==> src/hw/rvPkg.sv <==
`default_nettype none

package rvPkg;

    typedef logic [31:0] wordT;

    // RV32I major opcodes handled by the core
    typedef enum logic [6:0] {
        opReg    = 7'b0110011,
        opImm    = 7'b0010011,
        opLoad   = 7'b0000011,
        opStore  = 7'b0100011,
        opBranch = 7'b1100011,
        opJal    = 7'b1101111,
        opJalr   = 7'b1100111,
        opLui    = 7'b0110111
    } opcodeT;

    typedef enum logic [4:0] {
        fetch, decode,
        execR, execI, aluWb,
        memAddrS, memWrite,
        memAddrL, memRead, loadWb,
        branchEval,
        jalLink, jalrAddr, jalrLink, jumpPc,
        luiWb
    } ctrlStateT;

    typedef enum logic [1:0] {aluAdd, aluBranch, aluRType, aluIType} aluClassT;
    typedef enum logic [2:0] {fnAdd, fnSub, fnAnd, fnOr, fnSlt} aluFuncT;
    typedef enum logic [2:0] {immI, immS, immB, immU, immJ} immKindT;

    typedef enum logic [1:0] {srcPc, srcOldPc, srcRegA} srcAT;
    typedef enum logic [1:0] {srcRegB, srcImm, srcFour} srcBT;
    typedef enum logic [1:0] {resAluOut, resDataReg, resAluNow, resImm} resultSrcT;

    typedef struct packed {
        logic      pcUpdate;
        logic      branch;    // branch compare cycle
        logic      irWrite;
        logic      regWrite;
        logic      adrSrc;    // 0 pc, 1 aluOut
        logic      memWrite;
        aluClassT  aluClass;
        srcAT      srcA;
        srcBT      srcB;
        immKindT   immKind;
        resultSrcT resultSrc;
    } ctrlT;

    typedef struct packed {
        logic cyc;
        logic stb;
        logic we;
        wordT adr;
        wordT dat;
    } wbReqT;

    typedef struct packed {
        logic ack;
        wordT dat;
    } wbRspT;

endpackage

`default_nettype wire

==> src/hw/mainController.sv <==
`timescale 1ns/10ps
`default_nettype none

module mainController (
    input  wire logic        clk,
    input  wire logic        rst,
    input  wire rvPkg::opcodeT opcode,
    input  wire logic        zero,
    input  wire logic        neg,
    input  wire logic [2:0]  funct3,
    input  wire rvPkg::wbRspT bus,
    output rvPkg::ctrlT      ctrl,
    output logic             cyc,
    output logic             stb,
    output logic             we
);
    import rvPkg::*;

    ctrlStateT state;
    ctrlStateT nextState;
    logic      stbQ;
    logic      ack;
    logic      taken;

    assign ack = bus.ack & stbQ;   // ignore a stray ack while idle

    always_ff @(posedge clk or posedge rst) begin
        if (rst) begin
            state <= fetch;
            stbQ  <= 1'b0;
        end else begin
            state <= nextState;
            // bus states raise the strobe, every ack drops it for a cycle
            stbQ  <= (nextState inside {fetch, memRead, memWrite}) && !ack;
        end
    end

    always_comb begin
        nextState = fetch;
        case (state)
            fetch:      nextState = ack ? decode : fetch;
            decode: begin
                case (opcode)
                    opReg:    nextState = execR;
                    opImm:    nextState = execI;
                    opStore:  nextState = memAddrS;
                    opLoad:   nextState = memAddrL;
                    opBranch: nextState = branchEval;
                    opJal:    nextState = jalLink;
                    opJalr:   nextState = jalrAddr;
                    opLui:    nextState = luiWb;
                    default:  nextState = fetch;   // unknown opcode, skip it
                endcase
            end
            execR:      nextState = aluWb;
            execI:      nextState = aluWb;
            memAddrS:   nextState = memWrite;
            memWrite:   nextState = ack ? fetch : memWrite;
            memAddrL:   nextState = memRead;
            memRead:    nextState = ack ? loadWb : memRead;
            jalLink:    nextState = jumpPc;
            jalrAddr:   nextState = jalrLink;
            jalrLink:   nextState = jumpPc;
            default:    nextState = fetch;   // aluWb, loadWb, branchEval, jumpPc, luiWb
        endcase
    end

    always_comb begin
        case (funct3)
            3'b000:  taken = zero;    // beq
            3'b001:  taken = !zero;   // bne
            3'b100:  taken = neg;     // blt
            3'b101:  taken = !neg;    // bge
            default: taken = 1'b0;
        endcase
    end

    always_comb begin
        ctrl = '0;
        case (state)
            fetch: begin
                ctrl.irWrite   = ack;
                ctrl.pcUpdate  = ack;
                ctrl.srcB      = srcFour;
                ctrl.resultSrc = resAluNow;   // pc + 4, aluOut left alone
            end
            decode: begin
                // branch target, or the jal target when that is what follows
                ctrl.srcA    = srcOldPc;
                ctrl.srcB    = srcImm;
                ctrl.immKind = (opcode == opJal) ? immJ : immB;
            end
            execR: begin
                ctrl.srcA     = srcRegA;
                ctrl.aluClass = aluRType;
            end
            execI: begin
                ctrl.srcA     = srcRegA;
                ctrl.srcB     = srcImm;
                ctrl.aluClass = aluIType;
            end
            aluWb:    ctrl.regWrite = 1'b1;
            memAddrS: begin
                ctrl.srcA    = srcRegA;
                ctrl.srcB    = srcImm;
                ctrl.immKind = immS;
            end
            memWrite: begin
                ctrl.adrSrc    = 1'b1;
                ctrl.memWrite  = 1'b1;
                ctrl.resultSrc = resAluNow;   // keeps the address in aluOut
            end
            memAddrL: begin
                ctrl.srcA = srcRegA;
                ctrl.srcB = srcImm;
            end
            memRead: begin
                ctrl.adrSrc    = 1'b1;
                ctrl.resultSrc = resAluNow;
            end
            loadWb: begin
                ctrl.resultSrc = resDataReg;
                ctrl.regWrite  = 1'b1;
            end
            branchEval: begin
                ctrl.branch   = 1'b1;
                ctrl.srcA     = srcRegA;
                ctrl.aluClass = aluBranch;
            end
            jalLink, jalrLink: begin
                ctrl.srcA      = srcOldPc;
                ctrl.srcB      = srcFour;
                ctrl.resultSrc = resAluNow;
                ctrl.regWrite  = 1'b1;
            end
            jalrAddr: begin
                ctrl.srcA = srcRegA;
                ctrl.srcB = srcImm;
            end
            jumpPc:   ctrl.pcUpdate = 1'b1;
            luiWb: begin
                ctrl.immKind   = immU;
                ctrl.resultSrc = resImm;
                ctrl.regWrite  = 1'b1;
            end
            default: ctrl = '0;
        endcase
        if (ctrl.branch && taken) ctrl.pcUpdate = 1'b1;
    end

    assign cyc = stbQ;
    assign stb = stbQ;
    assign we  = stbQ & ctrl.memWrite;

    // a cycle without ack keeps the request and its direction
    busHeld: assert property (@(posedge clk) disable iff (rst)
        stb && !bus.ack |=> stb && cyc && $stable(we));

    stateLegal: assert property (@(posedge clk) disable iff (rst)
        !$isunknown(state) && state <= luiWb);

    weInStore: assert property (@(posedge clk) disable iff (rst)
        we |-> state == memWrite);

endmodule

`default_nettype wire

==> config.mk <==
export PLATFORM = sky130hd
export DESIGN_NAME = mainController
export DESIGN_NICKNAME = d
export VERILOG_FILES = /design/src/hw/rvPkg.sv /design/src/hw/mainController.sv
export SDC_FILE = /design/constraint.sdc
export NUM_CORES = 1
export LEC_CHECK = 0
export BUFFER_PORTS_ARGS = -buffer_cell sky130_fd_sc_hd__buf_2
export CORE_MARGIN = 3
export CORE_UTILIZATION = 36
export CTS_BUF_LIST = sky130_fd_sc_hd__clkbuf_8
export CTS_CLUSTER_DIAMETER = 60
export DETAILED_ROUTE_END_ITERATION = 7
export GPL_TIMING_DRIVEN = 0
export PLACE_DENSITY = 0.82
export SYNTH_ARGS = -nofsm -noshare
export SYNTH_HDL_FRONTEND = slang
export SYNTH_SLANG_ARGS = --single-unit
export TNS_END_PERCENT = 20
==> constraint.sdc <==
create_clock -name clk -period 1.6 [get_ports clk]
set_clock_uncertainty 0.15 [all_clocks]
set_input_delay 0.16 -clock clk [delete_from_list [all_inputs] [get_ports clk]]
set_output_delay 0.16 -clock clk [all_outputs]
set_load 0.02 [all_outputs]
**After elaboration in Yosys (flattened, before gate mapping)**

Index checks and enable logic that the tools add are counted.
Widths: inputs -> output; s select.

- Multiply operators: 0
- $add $sub $neg: 0
- Shift-type cells: 0
- Multiplexer cells: 19
- Bitwise logic cells: 2
- Equality and inequality tests: 28
- Order comparisons: 0
- Reduce and logical (&&, ||, !) cells: 18
- Div/mod/pow operators: 0

Operator list:

| operator | count |
|---|---|
| $eq 5x4->1 const B | 9 |
| $pmux 4 s9 | 1 |
| $pmux 4 s8 | 1 |
| $eq 5x3->1 const B | 5 |
| $eq 7x6->1 const B | 3 |
| $eq 7x7->1 const B | 3 |
| $reduce_or 5->1 | 3 |
| $pmux 2 s3 | 2 |
| $eq 5x2->1 const B | 2 |
| $logic_not 5->1 | 2 |
| $pmux 3 s3 | 1 |
| $mux 1 | 8 |
| $pmux 2 s2 | 2 |
| $eq 7x2->1 const B | 1 |
| $eq 7x5->1 const B | 1 |
| $eq 3x3->1 const B | 2 |
| $mux 3 | 2 |
| $reduce_or 2->1 | 3 |
| $reduce_or 3->1 | 2 |
| $reduce_or 6->1 | 1 |
| $eq 5x1->1 const B | 1 |
| $pmux 1 s4 | 1 |
| $eq 3x1->1 const B | 1 |
| $logic_not 1->1 | 3 |
| other kinds (5) | 7 |

- Output and inout port bits: 20
- Word-level logic and storage cells: 69
- Register bits: 6
- Memories kept: 0
- Memory bits (read-only): 0
- Input port bits: 47
- Latch bits: 0
- Memory bits (writable): 0

**Logic depth before layout (Yosys ltp)**

- Depth in word-level cells: 6
- Depth in mapped cells: 6
- Gate-level depth less buffers: 5

**Worst setup path before layout**

No wires, ideal clock.

- Path type: flip-flop to output port
- Start: reg state[0]
- End: out we
- Setup slack: -279 ps
- Arrival: 1569 ps
- Required time: 1290 ps
- Cell stages (with the launch flop): 6
- Cell sequence: dfrtp_1 -> buf_6 -> inv_1 -> nand2_1 -> nor3_1 -> and2_1

RTL lines:

| item | RTL line | source |
|---|---|---|
| start, declared | mainController.sv:19 | `ctrlStateT state;` |
| start signal, assigned | mainController.sv:29 | `state <= fetch;` |
| start signal, assigned | mainController.sv:32 | `state <= nextState;` |
| end, declared | mainController.sv:15 | `output logic we` |

==> impl_metrics.ini <==
[run_status]
outcome = finished, violations left
failed_checks = setup timing

[placed_design]
dp_hpwl_um = 1790
place_inst = 176
place.gp.congestion = 0.815
port_buffers = 32

[synth]
synth_fa_ha_area_share_pct = 0
synth_top_family_by_area = simple AND/OR/NAND/NOR gates
yosys.area_share.simple_pct = 40.0
synth_nets = 164
synth.mux.area_fraction_pct = 2.49
ys_types = 42
synth_xor_area_share_pct = 4.36
ys_warn_count = 0
synth_edf_count = 0
synthArstFlopShare_pct = 100
synth.most_common_cell = nand2_1
ys_ff_latch = 5
synth_flop_cell = dfrtp_1
synth_top_area_share_pct = 15.6
netlist_instances = 117
synth-compound-area-share_pct = 26.8
synth.cell_area_sq_um = 803
synth_top_area_cell = dfrtp_1
ys_seq_area_share_pct = 15.6
ys_top_cells_by_count = nand2_1 (17), nor2_1 (12), nor3_1 (8)
postSynthAreaPerCell_sq_um = 6.87
netlist_top_cells_area = dfrtp_1 (16%), nand2_1 (7.9%), nor2_1 (5.6%), or2b_2 (5.5%), nor3_1 (5.0%)

[drt]
ant_nets = 0
via_count = 1041
post-route-drc-count = 0
drt-vias-per-instance = 5.45
wl_per_cell_um = 15.0
drt_wl_total_um = 2860
dr.first_iter.drc_count = 20
dr.pass1.iters = 5

[timing]
period_share_pct = 113
hold_viol = 0
rsz0062_at_grt = yes
slew_headroom_pct = 76.1
fmax_ghz = 0.554
tns_ns = -2.33
whs_ns = 0.162
min_period_ns = 1.80
worst_pin_slew_ns = 0.358
setup_viol = 19
maxSlewViolCount = 0
setup_slack_ns = -0.204

[pwr]
p_sw_uw = 1030
leakage_uw = 0.000633
netSwitchingFraction_pct = 47.5
seqPwrFrac_pct = 11.1
p_per_area_nw_per_um2 = 1550
p_comb_share_pct = 78.2
power_frac_clock_pct = 10.7
ir_worst_vdd_mv = 0.809
p_int_uw = 1140

[global_route]
grt_antenna_before_repair = 0
grt_max_degree = 11
grt_pass1_vias = 1024
grt_use_total_pct = 19.5
overflow = 0
grt_pass1_wl_um = 4140

[cts]
cts_tree = yes
cts_htree_levels = 1
path_clk_slew_ns = 0.03
numCtsBuffers = 3
cts_sinks = 5
clock_latency_ns = 0.23
ctsRootBufferMaster = clkbuf_8
cts_buffer_depth = 2

[final_layout]
fin_cells = 191
nets = 212
diodes = 0
layout-drive-gt1-share_pct = 56.1
syn_to_final_growth_pct = 74.0
fillers = 157

[job]
maxCapViolCount = 0

[critical_path]
cp.arrival_ns = 1.49
crit_buf_inv = 3
path_cells = buf_6 -> buf_12 -> nand2_1 -> nor2_1 -> nor2_1 -> o22ai_2 -> buf_6
crit_family = buffers and inverters
cp-start-kind = flip-flop
cp_slowest_cell = dfrtp_1
critPathMaxStageDelay_ns = 0.40
critPathKind = reg2out
worstPathRequired_ns = 1.29
cp-end-kind = output port
critPathMaxFanout = 7

[floorplanning]
core-area_sq_um = 2040
dieHeight_um = 53.2
dieArea_sq_um = 2830
io_pins = 67
dieWidth_um = 53.2
initial_core_util_pct = 39.3
rows = 16

[min_path]
hold_class = in2reg
-- worst register-to-register path: stages (launching register included) --
cell       delay [ns]
dfrtp_2          0.44
and2b_2          0.28
nor4b_1          0.25
o311a_2          0.25
a2bb2oi_1        0.20
a211oi_2         0.07
-- kinds of logic after synthesis --
family	Yosys count
buf+inv	14
simple gates	61
xor+xnor	4
flops	5
mux	2
compound gates	31
-- power by group through the flow --
stage / Clock [uW] / Sequential (uW) / Combinational [uW]
after floorplan: 0 / 231 / 843
after global placement: 0 / 227 / 1120
final: 230 / 241 / 1690
after CTS: 233 / 231 / 1570
after detailed placement: 0 / 230 / 1150
after global routing: 237 / 251 / 1800
-- state kept, by name (all words and copies together), names as in the netlist --
name   flops
cyc        1
state      4
-- through the flow --
| stage | power, uW | utilization (%) | cell area (sq um) | setup slack, ns |
|---|---|---|---|---|
| final | 2160 | 68.4 | 1400 | -0.204 |
| after global routing | 2290 | 68.4 | 1400 | -0.236 |
| after CTS | 2040 | 65.3 | 1330 | -0.170 |
| after detailed placement | 1380 | 50.5 | 1030 | -0.207 |
| after global placement | 1350 | 50.5 | 1030 | -0.191 |
| after floorplan | 1070 | - | 837 | -0.0451 |
-- worst paths after layout --
| path | from | end | slack [ns] | cells past startpoint |
|---|---|---|---|---|
| max | state[2] | ctrl[1] | -0.20 | 7 |
| min | opcode[1] | state[0] | 0.16 | 3 |
| max reg2reg | state[1] | cyc | -0.18 | 5 |
| min reg2reg | state[1] | state[2] | 0.64 | 3 |
| max in group asynchronous | rst | state[0] | 0.91 | 3 |
| min in group asynchronous | rst | state[3] | 0.22 | 3 |
-- layout by cell type, fill, tap and decap left out, types with 3 or more instances in the layout --
cell | synthesis | final
buf_12 | 0 | 3
buf_6 | 3 | 7
a211oi_2 | 1 | 3
a21oi_2 | 0 | 3
buf_2 | 3 | 15
o21ai_0 | 7 | 4
o21ai_1 | 0 | 3
buf_4 | 2 | 24
nand3_1 | 4 | 3
nor3_1 | 8 | 3
nor2_2 | 1 | 4
nor2_1 | 12 | 7
dfrtp_2 | 0 | 3
inv_1 | 5 | 5
a21oi_1 | 6 | 3
or2b_2 | 5 | 5
clkbuf_8 | 0 | 3
nor3_2 | 0 | 3
nand2_1 | 17 | 16
-- area by class of cell --
cell class                      instances  area (sq um)  share of cell area, %
Clock inverter                          1          3.75                  0.269
Sequential cell                         5           129                   9.22
Inverter                                5          22.5                   1.61
Clock buffer                            3          41.3                   2.95
Tap cell                               27          33.8                   2.42
Buffer                                  9           109                   7.79
Timing Repair Buffer                   43           343                   24.5
Multi-Input combinational cell         98           716                   51.2
-- metal layers --
metal | GRT usage, % | vias up | wire length, um | part of all wire (%)
li1 | - | 507 | - | -
met1 | 21.4 | 485 | 1080 | 38
met2 | 36.1 | 43 | 1540 | 54
met3 | 1.69 | 6 | 194 | 6.8
met4 | 10.2 | 0 | 44 | 1.5
met5 | 0 | - | 0 | 0
-- repair_timing --
item / CTS / global route
pin swaps: 10 / 1
cloned: 1 / 0
hold endpoints to repair: 5 / 0
resized for setup: 45 / 14
endpoints found under the setup margin: 20 / 21
setup buffers: 7 / 2
hold buffers: 1 / 0
Note: power is estimated with default switching activity, not from simulation.
